## src/hw/fir_config.svh

```systemverilog
//****************************************
// Filter sizes, word widths and the
// frame phase lengths
//****************************************
`ifndef FIR_CONFIG_SVH
`define FIR_CONFIG_SVH

`define FIR_TAPS      64   // Taps, also depth of both RAMs
`define FIR_SLEEP_LEN 106  // Idle cycles at the head of a frame

`define FIR_SAMPLE_W  16   // Signed sample word
`define FIR_COEF_W    17   // Signed Q1.15 coefficient
`define FIR_COEF_FRAC 15   // Fraction bits dropped when rounding
`define FIR_ACC_W     40   // Headroom for 64 full-scale products

// Sleep, then latch, the MAC cycles, drain and done
`define FIR_FRAME_LEN (`FIR_SLEEP_LEN + `FIR_TAPS + 3)

`endif
```

## src/hw/fir_pkg.sv

```systemverilog
//****************************************
// Data word types and sequencer states
//****************************************
`include "fir_config.svh"

package fir_pkg;

	// Datapath words
	typedef logic signed [`FIR_SAMPLE_W-1:0] sample_t;
	typedef logic signed [`FIR_COEF_W-1:0]   coef_t;
	typedef logic signed [`FIR_ACC_W-1:0]    acc_t;

	// One address covers a tap index and a RAM row
	typedef logic [$clog2(`FIR_TAPS)-1:0] tap_addr_t;

	// Frame phases, in the order they run
	typedef enum logic [2:0] {
		st_sleep, // Idle, coefficient window in frame 0
		st_latch, // din written into the sample ring
		st_mac,   // One tap per cycle
		st_drain, // Last product lands
		st_done   // Result registered
	} seq_state_t;

endpackage

```

## src/hw/tap_mem_if.sv

```systemverilog
//****************************************
// One RAM port, payload set by type
//****************************************

interface tap_mem_if #(
	parameter type word_t = fir_pkg::sample_t
);
	import fir_pkg::*;

	tap_addr_t addr;  // Row for read and write
	word_t     wdata;
	logic      we;    // Write at the clock edge
	word_t     rdata; // Row contents, one cycle after addr

	// Address generation drives the request
	modport ctrl (output addr, wdata, we);

	modport ram (input addr, wdata, we, output rdata);

	// Read data only
	modport reader (input rdata);

endinterface

```

## src/hw/frame_ctrl_if.sv

```systemverilog
//****************************************
// Frame phase signals from the sequencer
//****************************************

interface frame_ctrl_if;
	import fir_pkg::*;

	logic      load_window;   // First sleep only
	logic      sample_latch;  // Pulse, latch phase
	logic      mac_active;    // Level, 64 cycles
	tap_addr_t tap_idx;       // 0..63 while mac_active
	logic      result_strobe; // Pulse, done phase

	modport seq (
		output load_window, sample_latch, mac_active, tap_idx, result_strobe
	);

	// Address unit side
	modport addr (input load_window, sample_latch, tap_idx);

	// Arithmetic side
	modport mac (input sample_latch, mac_active, result_strobe);

endinterface

```

## src/hw/tap_address_unit.sv

```systemverilog
//****************************************
// Circular head pointer, RAM addressing
// and coefficient load routing
//****************************************

module tap_address_unit (
	input logic                alu_clk,
	input logic                clk_fast,
	input fir_pkg::sample_t    din,
	input fir_pkg::coef_t      cin,
	input fir_pkg::tap_addr_t  caddr,
	input logic                cload,
	frame_ctrl_if.addr         ctrl,
	tap_mem_if.ctrl            smem,
	tap_mem_if.ctrl            cmem
);
	import fir_pkg::*;

	tap_addr_t head_r;    // Row of the newest sample
	tap_addr_t head_next;

	assign head_next = head_r + 1'b1; // Wraps at FIR_TAPS

	always_ff @(posedge alu_clk or negedge clk_fast) begin
		if (!clk_fast)
			head_r <= '0;
		else if (ctrl.sample_latch)
			head_r <= head_next; // One step per frame
	end

	// Sample ring
	always_comb begin
		if (ctrl.sample_latch)
			smem.addr = head_next;            // New sample goes ahead of the old head
		else
			smem.addr = head_r - ctrl.tap_idx; // x[n-k], modulo 64
	end
	assign smem.wdata = din;
	assign smem.we    = ctrl.sample_latch;

	// Coefficients, host port in frame 0 only
	assign cmem.addr  = ctrl.load_window ? caddr : ctrl.tap_idx;
	assign cmem.wdata = cin;
	assign cmem.we    = ctrl.load_window & cload; // Late cload pulses are dropped

	// Window stays shut once closed, so no later coefficient write
	a_coef_wr_window: assert property (@(posedge alu_clk) disable iff (!clk_fast)
		!ctrl.load_window |=> !cmem.we);

endmodule

```

## src/flat_wrapper.sv

```systemverilog
// flat-port wrapper written by rule: the top's interface ports become plain ports
module tap_address_unit_flat import fir_pkg::*;
  (alu_clk, clk_fast, din, cin, caddr, cload, ctrl_load_window, ctrl_sample_latch, ctrl_tap_idx, smem_addr, smem_wdata, smem_we, cmem_addr, cmem_wdata, cmem_we);
  frame_ctrl_if ctrl_i ();
  tap_mem_if smem_i ();
  tap_mem_if cmem_i ();
  input logic alu_clk;
  input logic clk_fast;
  input fir_pkg::sample_t din;
  input fir_pkg::coef_t cin;
  input fir_pkg::tap_addr_t caddr;
  input logic cload;
  input wire logic [$bits(ctrl_i.load_window)-1:0] ctrl_load_window;
  input wire logic [$bits(ctrl_i.sample_latch)-1:0] ctrl_sample_latch;
  input wire logic [$bits(ctrl_i.tap_idx)-1:0] ctrl_tap_idx;
  output wire logic [$bits(smem_i.addr)-1:0] smem_addr;
  output wire logic [$bits(smem_i.wdata)-1:0] smem_wdata;
  output wire logic [$bits(smem_i.we)-1:0] smem_we;
  output wire logic [$bits(cmem_i.addr)-1:0] cmem_addr;
  output wire logic [$bits(cmem_i.wdata)-1:0] cmem_wdata;
  output wire logic [$bits(cmem_i.we)-1:0] cmem_we;
  assign ctrl_i.load_window = ctrl_load_window;
  assign ctrl_i.sample_latch = ctrl_sample_latch;
  assign ctrl_i.tap_idx = ctrl_tap_idx;
  assign smem_addr = smem_i.addr;
  assign smem_wdata = smem_i.wdata;
  assign smem_we = smem_i.we;
  assign cmem_addr = cmem_i.addr;
  assign cmem_wdata = cmem_i.wdata;
  assign cmem_we = cmem_i.we;
  tap_address_unit u_core (.alu_clk(alu_clk), .clk_fast(clk_fast), .din(din), .cin(cin), .caddr(caddr), .cload(cload), .ctrl(ctrl_i), .smem(smem_i), .cmem(cmem_i));
endmodule
```

## config.mk

```make
export PLATFORM = sky130hd
export DESIGN_NAME = tap_address_unit_flat
export DESIGN_NICKNAME = d
export VERILOG_FILES = /design/src/hw/fir_pkg.sv /design/src/hw/tap_mem_if.sv /design/src/hw/frame_ctrl_if.sv /design/src/hw/tap_address_unit.sv /design/src/flat_wrapper.sv
export VERILOG_INCLUDE_DIRS = /design/src /design/src/hw
export SDC_FILE = /design/constraint.sdc
export NUM_CORES = 1
export LEC_CHECK = 0
export BUFFER_PORTS_ARGS = -buffer_cell sky130_fd_sc_hd__clkbuf_2
export CAP_MARGIN = 20
export CORE_MARGIN = 3
export CORE_UTILIZATION = 40
export CTS_BUF_LIST = sky130_fd_sc_hd__clkbuf_4
export DETAILED_ROUTE_END_ITERATION = 8
export PLACE_DENSITY = 0.88
export SYNTH_ARGS = -nofsm -noshare
export SYNTH_HDL_FRONTEND = slang
export SYNTH_SLANG_ARGS = --single-unit
```

## constraint.sdc

```tcl
create_clock -name alu_clk -period 5.97 [get_ports alu_clk]
set_clock_uncertainty 0.15 [all_clocks]
set_input_delay 1.194 -clock alu_clk [delete_from_list [all_inputs] [get_ports alu_clk]]
set_output_delay 1.194 -clock alu_clk [all_outputs]
set_load 0.005 [all_outputs]
```

# Word level (Yosys, flattened, before mapping)
# Cells that the tools add are included.
# Widths: inputs -> output; s select.
[totals]
regBits = 6
latchBits = 0
ramBits = 0
romBits = 0
in_bits = 50
out_inout_bits = 46
word_cells = 6
mem_count = 0
[op_classes]
n_addsub = 2
n_mul = 0
div = 0
order_cmp = 0
eq_ne = 0
n_shift = 0
muxes = 2
bitwise = 1
reduce_logical = 0
[ops]
columns = ["op", "count"]
rows = [
  ["$mux 6", 2],
  ["$add 6x1->6 const B", 1],
  ["$sub 6x6->6", 1],
  ["$and 1x1->1", 1],
]

# Logic depth before layout (Yosys ltp)
# Gate-level depths: netlist of run 1.
[depth]
ltp_word = 2
ltp_mapped = 8
depth_no_buf = 8

# Worst setup path after synthesis of run 1
# OpenSTA, ideal clock, no wires.
[synth_path]
path_type = "input to output"
startpoint = "input port ctrl_tap_idx[0]"
endpoint = "output port smem_addr[4]"
arrival_ns = 2.337
slack_ns = 2.289
stages = 7
n_path_buf = 0
path_cell_list = "ha_1 > inv_1 > fa_1 > a21o_1 > a21oi_1 > xor2_1 > o21ai_0"
[synth_via]
elab_chain_len = 2
[synth_rtl]
columns = ["item", "line_no", "rtl"]
rows = [
  ["start, declared", "flat_wrapper.sv:15", "input wire logic [$bits(ctrl_i.tap_idx)-1:0] ctrl_tap_idx;"],
  ["$sub 6x6->6", "tap_address_unit.sv:36", "smem.addr = head_r - ctrl.tap_idx;"],
  ["$mux 6", "tap_address_unit.sv:33", "if (ctrl.sample_latch)"],
  ["end, declared", "flat_wrapper.sv:16", "output wire logic [$bits(smem_i.addr)-1:0] smem_addr;"],
]
# No other way between the ends.

# Final worst setup path of run 1
# Ends and elaborated chain as after synthesis.

==> impl_metrics.ini, run 1 <==
[clocking]
postCtsResizedCells = 0
cts.clk_slew.worst_paths_ps = 40
cts_setup_buffers = 0
clkLatencyLatePin_ps = 240
cts_sinks = 6
cts_root_buffer = sky130_fd_sc_hd__clkbuf_4
numCtsBuffers = 3
cts.htree.levels = 1
cts_hold_buf = 0
max-clock-path-buffers = 2
tritoncts = yes

[worst_setup_path]
crit_fanout = 2
reg2reg_slack_ps = 4650
timing.rr.end = u_core.head_r[5]
setup.worst_path.class = in -> out
timing.critical_path.required_ps = 4630
nature_of_the_critical_path_startpoint = primary input
arrival_worst_endpoint_ps = 2680
ff2ff_path_depth = 3
timing.rr.start = u_core.head_r[2]
endpoint_kind = primary output

[detailed_routing]
detail-route-antenna-nets = 0
drt-vias-per-instance = 4.92
avg_wl_per_cell_um = 12.9
via_count = 704
firstDrtPassIters = 4
route.final.wire_length_um = 1850
remaining_drc_errors = 0
first_iter_violations = 8

[sta]
setup-tns-final_ps = 0
timing_worst_slew_pin_value_ps = 400
setup_violations = 0
max_clock_freq_mhz = 249
timing.final.crit_period_ps = 4020
postLayoutSetupSlackWorst_ps = 1950
part_of_the_cycle_the_worst_path_needs_pct = 67.3
report.final.slew_viol_count = 0
grt_setup_unrepaired = no
hold_viol = 0
relSlewSlack_pct = 73.3

[pwr]
netSwitchingPower_mw = 0.154
total_leakage_power_nw = 0.462
clock_power_share_pct = 10.4
power.switching_fraction_pct = 44.5
power_per_cell_area_mw_per_mm2 = 387
ir_drop_worst_case_vdd_mv = 0.149
p_comb_share_pct = 61.5
cellInternalPower_mw = 0.191
share_seq_of_total_power_pct = 28.1

[outcome]
outcome = complete, no violations

[global_routing]
overflow = 0
grt_first_pass_wirelength_um = 2960
grt_pass1_vias = 669
initial_antenna_violation_count = 0
global_route.usage.total_pct = 11.7
grt_max_degree = 23

[yosys]
yosys_register_bits = 6
synth_seq_area_share_pct = 15.4
number_of_instances_in_the_synthesized_netlist = 120
synthDominantAreaCellType = sky130_fd_sc_hd__buf_4
proportion_of_netlist_area_held_by_the_largest_area_contributor_pct = 25.5
post_synth.cell_area_avg_um2 = 8.10
synth.net_count = 177
synth.top_cells.by_area = sky130_fd_sc_hd__buf_4 (25%), sky130_fd_sc_hd__dfrtp_1 (15%), sky130_fd_sc_hd__ha_1 (7.7%), sky130_fd_sc_hd__xnor2_1 (5.4%), sky130_fd_sc_hd__nand2_1 (4.6%)
synth_warnings = 0
netlist-cell-type-count = 35
post_synth_instance_area_um2 = 972

[worst_hold_path]
timing.hold.worst.start = u_core.head_r[0]
hold_path_depth = 1
hold-path-endpoint = u_core.head_r[0]
timing.hold.worst.class = reg -> reg

[place]
hpwlAfterDp_um = 1490
place.port_buffers = 30
place.gp.congestion = 0.794
dpl_worst_slack_ps = 1950

[floorplanning]
die-height_um = 55.3
floorplan.initialDensity_pct = 43.1
num_io_pins = 96
core_region_area_mm2 = 0.00225
design.die.area_mm2 = 0.00306
dieWidth_um = 55.3
rows = 17

[final_layout]
insertedDiodeCount = 0
final.fill_count = 241
multi_input_area_um2 = 498
commonest_non_fill_non_tap_cell_in_the_layout = sky130_fd_sc_hd__clkbuf_2
seqCellArea_um2 = 150
most-common-layout-cells = sky130_fd_sc_hd__clkbuf_2 (30), sky130_fd_sc_hd__nand2_1 (12), sky130_fd_sc_hd__inv_1 (9)
synthToLayoutAreaGrowth_pct = -8.49
final_net_count = 174
top_register = u_core.head_r
largest_reg_flops = 6
drive_above_1_share_pct = 33.0
largest_registers_ranked_by_flip_flop_count = u_core.head_r x6

[run]
timing.max_cap.violations = 0
[final cells by class]
type | instances | share of cell area (%)
inverters | 9 | 3.80
clock buffers | 3 | 2.53
flip-flops and latches | 6 | 16.9
repair buffers | 30 | 16.9
well taps | 28 | 3.94
multi-input cells | 67 | 56.0
[power groups by stage]
| stage | clock network, mW | logic, mW | registers (mW) |
|---|---|---|---|
| 3_5_place_dp | 0 | 0.212 | 0.0980 |
| 4_1_cts | 0.0384 | 0.214 | 0.0973 |
| 3_3_place_gp | 0 | 0.201 | 0.0956 |
| 6_report | 0.0358 | 0.212 | 0.0968 |
| 2_1_floorplan | 0 | 0.187 | 0.0838 |
| 5_1_grt | 0.0412 | 0.240 | 0.100 |
[per-stage QoR]
stage	util [%]	cell area, µm²	power (mW)	instances	hold slack [ps]
after floorplan	-	972	0.271	120	349
after global placement	38.5	867	0.297	140	389
after detailed placement	38.5	867	0.310	140	394
after CTS	39.5	890	0.350	143	398
after global routing	39.5	890	0.382	143	405
final	39.5	890	0.345	143	393
[worst max path at each step]
stage | slack [ps] | depth (start not counted) | endpoint | start
floorplan | 2290 | 7 | smem_addr[4] | ctrl_tap_idx[0]
global placement | 2010 | 9 | smem_addr[4] | ctrl_tap_idx[0]
detailed placement | 1950 | 9 | smem_addr[4] | ctrl_tap_idx[0]
CTS | 1950 | 9 | smem_addr[4] | ctrl_tap_idx[0]
global route | 1770 | 9 | smem_addr[4] | ctrl_tap_idx[0]
finish | 1950 | 9 | smem_addr[4] | ctrl_tap_idx[0]
[cells in the mapped netlist]
master / instances
sky130_fd_sc_hd__clkbuf_1: 1
sky130_fd_sc_hd__nand4_1: 2
sky130_fd_sc_hd__o21a_1: 2
sky130_fd_sc_hd__and3_1: 2
sky130_fd_sc_hd__a21o_1: 1
sky130_fd_sc_hd__nor3b_1: 1
sky130_fd_sc_hd__mux2_2: 2
sky130_fd_sc_hd__o2111ai_1: 1
sky130_fd_sc_hd__nor4b_1: 2
sky130_fd_sc_hd__xnor2_1: 6
sky130_fd_sc_hd__and2b_1: 1
sky130_fd_sc_hd__buf_4: 33
sky130_fd_sc_hd__inv_1: 9
sky130_fd_sc_hd__o31ai_1: 1
sky130_fd_sc_hd__nand2_1: 12
sky130_fd_sc_hd__o21ai_0: 8
sky130_fd_sc_hd__o211a_1: 1
sky130_fd_sc_hd__buf_6: 3
sky130_fd_sc_hd__dfrtp_1: 6
sky130_fd_sc_hd__nand3_1: 2
sky130_fd_sc_hd__and2_1: 1
sky130_fd_sc_hd__xor2_1: 4
sky130_fd_sc_hd__nor3_2: 1
sky130_fd_sc_hd__nor2b_1: 1
sky130_fd_sc_hd__a22oi_1: 1
sky130_fd_sc_hd__o211ai_2: 1
sky130_fd_sc_hd__or3_2: 1
sky130_fd_sc_hd__nor3_1: 1
sky130_fd_sc_hd__ha_1: 6
sky130_fd_sc_hd__mux2i_1: 1
sky130_fd_sc_hd__fa_1: 1
sky130_fd_sc_hd__a31oi_1: 1
sky130_fd_sc_hd__a21oi_1: 2
sky130_fd_sc_hd__a311o_1: 1
sky130_fd_sc_hd__buf_2: 1
[worst max-delay path, stage by stage]
cell,delay [ps]
sky130_fd_sc_hd__clkbuf_2,90
sky130_fd_sc_hd__ha_1,170
sky130_fd_sc_hd__inv_1,50
sky130_fd_sc_hd__fa_1,400
sky130_fd_sc_hd__a21o_1,170
sky130_fd_sc_hd__a21oi_1,180
sky130_fd_sc_hd__xor2_1,80
sky130_fd_sc_hd__o21ai_0,190
sky130_fd_sc_hd__clkbuf_2,150
[cells by family (layout without fill, tap and decap cells)]
| family | after synthesis | after routing | synth area share, % |
|---|---|---|---|
| fa+ha+maj | 7 | 7 | 9.78 |
| buf+inv | 47 | 42 | 33.3 |
| compound gates | 20 | 20 | 13.9 |
| flops | 6 | 6 | 15.4 |
| mux | 3 | 3 | 3.35 |
| simple gates | 27 | 27 | 15.2 |
| xor+xnor | 10 | 10 | 9.01 |
[layer usage]
layer / up-vias / global-route usage [%] / routed length [µm]
li1: 359 / - / -
met1: 300 / 13.1 / 718
met2: 29 / 17.7 / 809
met3: 16 / 3.74 / 192
met4: 0 / 9.72 / 127
met5: - / 0 / 0
(Power assumes the default switching activity.)
==> run 2, diff against run 1 <==
CORE_ASPECT_RATIO = 2   (was unset)
CORE_UTILIZATION = 37   (was 40)
PLACE_DENSITY = 0.82   (was 0.88)
clock period = 3.79 ns   (was 5.97 ns; I/O delays follow)
==> run 2 against run 1 <==
  * Power increased by 58%
  * Setup slack got worse by 1300 ps
  * Via count increased by 5.7%
  * Critical path type unchanged
  * Largest cell class unchanged
  * Largest power group unchanged
==> impl_metrics.ini, run 2 (synthesis results as in run 1) <==
[global_routing]
overflow = 0
globalRouteMet1Util_pct = 9.37
initial_antenna_violation_count = 0
grt_met3_use_pct = 1.61
globalRoute.busiestLayer = met2
grt_pass1_vias = 796
grt_first_pass_wirelength_um = 3170
met2_usage_pct = 23.5
grt_max_degree = 23
global_route.usage.total_pct = 11.6

[worst_setup_path]
critical_path_launch_point = ctrl_tap_idx[0]
crit_top_cell = sky130_fd_sc_hd__clkbuf_2
endpoint_kind = primary output
crit_path_max_incr_delay_ps = 410
setup.worst_path.class = in -> out
crit_chain = clkbuf_2 > ha_1 > inv_1 > fa_1 > a21o_1 > a21oi_1 > xor2_1 > o21ai_0 > clkbuf_2
timing.rr.end = u_core.head_r[5]
timing.critical_path.required_ps = 2880
reg2reg_slack_ps = 2460
timing.rr.start = u_core.head_r[2]
nature_of_the_critical_path_startpoint = primary input
crit_fanout = 2
critical-path-top-delay-family = adder cells
ff2ff_path_depth = 3
worstPathBufferInverterCount = 3
crit_path_top_delay_cell = sky130_fd_sc_hd__fa_1
arrival_worst_endpoint_ps = 2220

[detailed_routing]
detail-route-antenna-nets = 0
first_iter_violations = 16
firstDrtPassIters = 4
drt-vias-per-instance = 5.24
via_count = 744
route.final.wire_length_um = 1940
remaining_drc_errors = 0
avg_wl_per_cell_um = 13.6

[floorplanning]
design.die.area_mm2 = 0.00332
core_region_area_mm2 = 0.00244
rows = 25
floorplan.initialDensity_pct = 39.8
num_io_pins = 96
die-height_um = 78.5
dieWidth_um = 42.2

[place]
hpwlAfterDp_um = 1630
dpl_worst_slack_ps = 634
place.detailed.instances = 139
place.gp.congestion = 0.740
place.port_buffers = 30

[pwr]
power_per_cell_area_mw_per_mm2 = 615
ir_drop_worst_case_vdd_mv = 0.159
total_leakage_power_nw = 0.462

[sta]
setup-tns-final_ps = 0
relSlewSlack_pct = 72.1
timing_worst_slew_pin_value_ps = 418
setup_violations = 0
timing.final.crit_period_ps = 3130
report.final.slew_viol_count = 0
grt_setup_unrepaired = no
fin_worst_hold_slack_ps = 183
max_clock_freq_mhz = 320
postLayoutSetupSlackWorst_ps = 664
part_of_the_cycle_the_worst_path_needs_pct = 82.5
hold_viol = 0

[outcome]
outcome = complete, no violations

[clocking]
postCtsResizedCells = 0
numCtsBuffers = 3
cts_hold_buf = 0
cts.htree.levels = 1
cts_root_buffer = sky130_fd_sc_hd__clkbuf_4
tritoncts = yes
cts_sinks = 6
cts_setup_buffers = 0
clkLatencyLatePin_ps = 240
max-clock-path-buffers = 2
cts.clk_slew.worst_paths_ps = 40

[final_layout]
final_net_count = 174
finalNonFillerCells = 142
insertedDiodeCount = 0
final.fill_count = 272
largest_reg_flops = 6
drive_above_1_share_pct = 33.0
top_register = u_core.head_r
commonest_non_fill_non_tap_cell_in_the_layout = sky130_fd_sc_hd__clkbuf_2
largest_registers_ranked_by_flip_flop_count = u_core.head_r x6
most-common-layout-cells = sky130_fd_sc_hd__clkbuf_2 (30), sky130_fd_sc_hd__nand2_1 (12), sky130_fd_sc_hd__inv_1 (9)
finalCoreUtilization_pct = 36.4
synthToLayoutAreaGrowth_pct = -8.62

[run]
timing.max_cap.violations = 0

[worst_hold_path]
timing.hold.worst.class = in -> async
[run 2: cell counts in the layout (fill, tap and decap cells not counted)]
No cell type changed its count.
[run 2: area by class of cell]
class                   instances  area (µm²)  area share (%)
inverters                       9        33.8            3.80
flip-flops and latches          6         150            16.9
repair buffers                 30         150            16.9
clock buffers                   3        22.5            2.54
well taps                      27        33.8            3.80
multi-input cells              67         498            56.1
[run 2: layer usage]
layer  vias to the layer above  routed length, µm
li1                        362                  -
met1                       338                592
met2                        28               1100
met3                        16                165
met4                         0                 78
met5                         -                  0
[run 2: stage by stage]
step	cell area [µm²]	power [mW]
detailed placement	866	0.494
CTS	888	0.554
global route	888	0.609
finish	888	0.546
floorplan	972	0.427
global placement	866	0.474
[run 2: how the worst max path moves through the flow]
stage / endpoint / slack [ps] / cells after the start
6_report: smem_addr[4] / 660 / 9
2_1_floorplan: smem_addr[4] / 980 / 7
3_5_place_dp: smem_addr[4] / 630 / 9
3_3_place_gp: smem_addr[4] / 690 / 9
4_1_cts: smem_addr[4] / 630 / 9
5_1_grt: smem_addr[4] / 550 / 9
[run 2: power by group]
| group | total (mW) | internal, mW | switching (mW) |
|---|---|---|---|
| Combinational | 0.336 | 0.170 | 0.166 |
| Sequential | 0.153 | 0.0949 | 0.0581 |
| Clock | 0.0568 | 0.0357 | 0.0211 |
| Total | 0.546 | 0.300 | 0.246 |
==> run 3, diff against run 2 <==
CORE_UTILIZATION = 34   (was 37)
PLACE_DENSITY = 0.8   (was 0.82)
clock period = 2.5 ns   (was 3.79 ns; I/O delays follow)
==> run 3 against run 2 <==
  * The flow now finishes with violations (negative setup slack)
  * Critical endpoint unchanged
  * Combinational power grew 88%
  * Sequential power up 31%
  * Worst hold slack improved by 270 ps
  * Cell area grew 9.4%
  * Flip-flop and latch count did not move
  * Largest power group unchanged
  * Sequential share of layout area decreased by 1.3 points
  * Largest cell class unchanged
==> impl_metrics.ini, run 3 (synthesis results as in run 1) <==
[worst_setup_path]
timing.rr.end = u_core.head_r[5]
crit_fanout = 2
timing.critical_path.required_ps = 1850
ff2ff_path_depth = 5
arrival_worst_endpoint_ps = 1880
crit_path_top_delay_cell = sky130_fd_sc_hd__dfrtp_1
timing.rr.start = u_core.head_r[0]
critical-path-top-delay-family = adder cells
crit_chain = inv_1 > ha_2 > inv_1 > fa_2 > a21o_1 > a21oi_2 > xor2_1 > o21ai_1 > clkbuf_2
crit_top_cell = sky130_fd_sc_hd__inv_1
endpoint_kind = primary output
worstPathBufferInverterCount = 3
crit_path_max_incr_delay_ps = 370
nature_of_the_critical_path_startpoint = flop
reg2reg_slack_ps = 1130
setup.worst_path.class = reg -> out

[final_layout]
final_net_count = 183
synthToLayoutAreaGrowth_pct = 0
multi_input_area_um2 = 509
most-common-layout-cells = sky130_fd_sc_hd__clkbuf_2 (30), sky130_fd_sc_hd__nand2_1 (12), sky130_fd_sc_hd__inv_1 (9)
commonest_non_fill_non_tap_cell_in_the_layout = sky130_fd_sc_hd__clkbuf_2
finalNonFillerCells = 152
final.fill_count = 284
seqCellArea_um2 = 151
insertedDiodeCount = 0
top_register = u_core.head_r
finalCoreUtilization_pct = 36.9
largest_reg_flops = 6
drive_above_1_share_pct = 41.1
largest_registers_ranked_by_flip_flop_count = u_core.head_r x6

[clocking]
clkLatencyLatePin_ps = 240
numCtsBuffers = 3
tritoncts = yes
cts.htree.levels = 1
cts.clk_slew.worst_paths_ps = 40
cts_root_buffer = sky130_fd_sc_hd__clkbuf_4
max-clock-path-buffers = 2
cts_sinks = 6

[sta]
relSlewSlack_pct = 82.4
setup_violations = 1
grt_setup_unrepaired = yes
report.final.slew_viol_count = 0
part_of_the_cycle_the_worst_path_needs_pct = 101
timing_worst_slew_pin_value_ps = 260
max_clock_freq_mhz = 395
postLayoutSetupSlackWorst_ps = -32.9
timing.final.crit_period_ps = 2530
hold_viol = 0

[worst_hold_path]
hold_path_depth = 1
timing.hold.worst.class = reg -> reg
timing.hold.worst.start = u_core.head_r[5]
hold-path-endpoint = u_core.head_r[5]

[global_routing]
grt_pass1_vias = 700
initial_antenna_violation_count = 0
grt_max_degree = 16
grt_first_pass_wirelength_um = 2730
overflow = 0
global_route.usage.total_pct = 10.2

[detailed_routing]
first_iter_violations = 4
met2RoutedLength_um = 1080
avg_wl_per_cell_um = 12.6
drt-vias-per-instance = 5.13
route.final.wire_length_um = 1920
m1WireLength_um = 564
detail-route-antenna-nets = 0
top_layer_in_use = met4
firstDrtPassIters = 2
via_count = 780
met3_routed_length_um = 152
remaining_drc_errors = 0

[pwr]
power_per_cell_area_mw_per_mm2 = 946
report.power.total_mw = 0.919
total_leakage_power_nw = 0.504
ir_drop_worst_case_vdd_mv = 0.196

[place]
place.gp.congestion = 0.824
hpwlAfterDp_um = 1550
dpl_worst_slack_ps = -36.3
place.port_buffers = 30
place.detailed.instances = 145

[floorplanning]
floorplan.initialDensity_pct = 36.9
design.die.area_mm2 = 0.00358
dieWidth_um = 43.8
die-height_um = 81.6
num_io_pins = 96
core_region_area_mm2 = 0.00264
rows = 26

[outcome]
outcome = complete, but fails checks
violations_in_the_final_reports = negative setup slack

[run]
timing.max_cap.violations = 0
[run 3: per-stage QoR]
step	hold WS [ps]	TNS, ps	cell area (µm²)
finish	456	-32.9	972
global route	484	-233	972
CTS	420	-21.8	952
detailed placement	185	-36.3	905
global placement	182	-27.2	905
floorplan	54.4	0	972
[run 3: how the worst max path moves through the flow]
| stage | from | end | slack [ps] | cells past startpoint |
|---|---|---|---|---|
| global placement | ctrl_tap_idx[0] | smem_addr[4] | -30 | 9 |
| floorplan | ctrl_tap_idx[0] | smem_addr[4] | 210 | 7 |
| detailed placement | ctrl_tap_idx[0] | smem_addr[4] | -40 | 9 |
| CTS | u_core.head_r[0] | smem_addr[4] | -20 | 9 |
| global route | u_core.head_r[0] | smem_addr[4] | -140 | 9 |
| finish | u_core.head_r[0] | smem_addr[4] | -30 | 9 |
[run 3: cell type report]
type                            instances  share of cell area [%]
Timing Repair Buffer                   39                    22.7
Multi-Input combinational cell         67                    52.4
Tap cell                               28                    3.60
Sequential cell                         6                    15.6
Clock buffer                            3                    2.32
Inverter                                9                    3.47
[run 3: where the power goes]
| part | switching (mW) | internal [mW] |
|---|---|---|
| clock | 0.0328 | 0.0542 |
| sequential | 0.0547 | 0.146 |
| combinational | 0.300 | 0.332 |
| total | 0.387 | 0.532 |
[run 3: per-layer routing]
metal	vias up	track usage [%]
li1	379	-
met1	352	6.65
met2	27	20.0
met3	22	1.97
met4	0	10.9
met5	-	0
[run 3: repair_timing]
item | CTS | global route
hold buffers | 1 | 0
setup buffers | 1 | 2
pin swaps | 1 | 0
endpoints found under the setup margin | 2 | 3
gates resized for setup | 4 | 2
hold endpoints to repair | 6 | 0
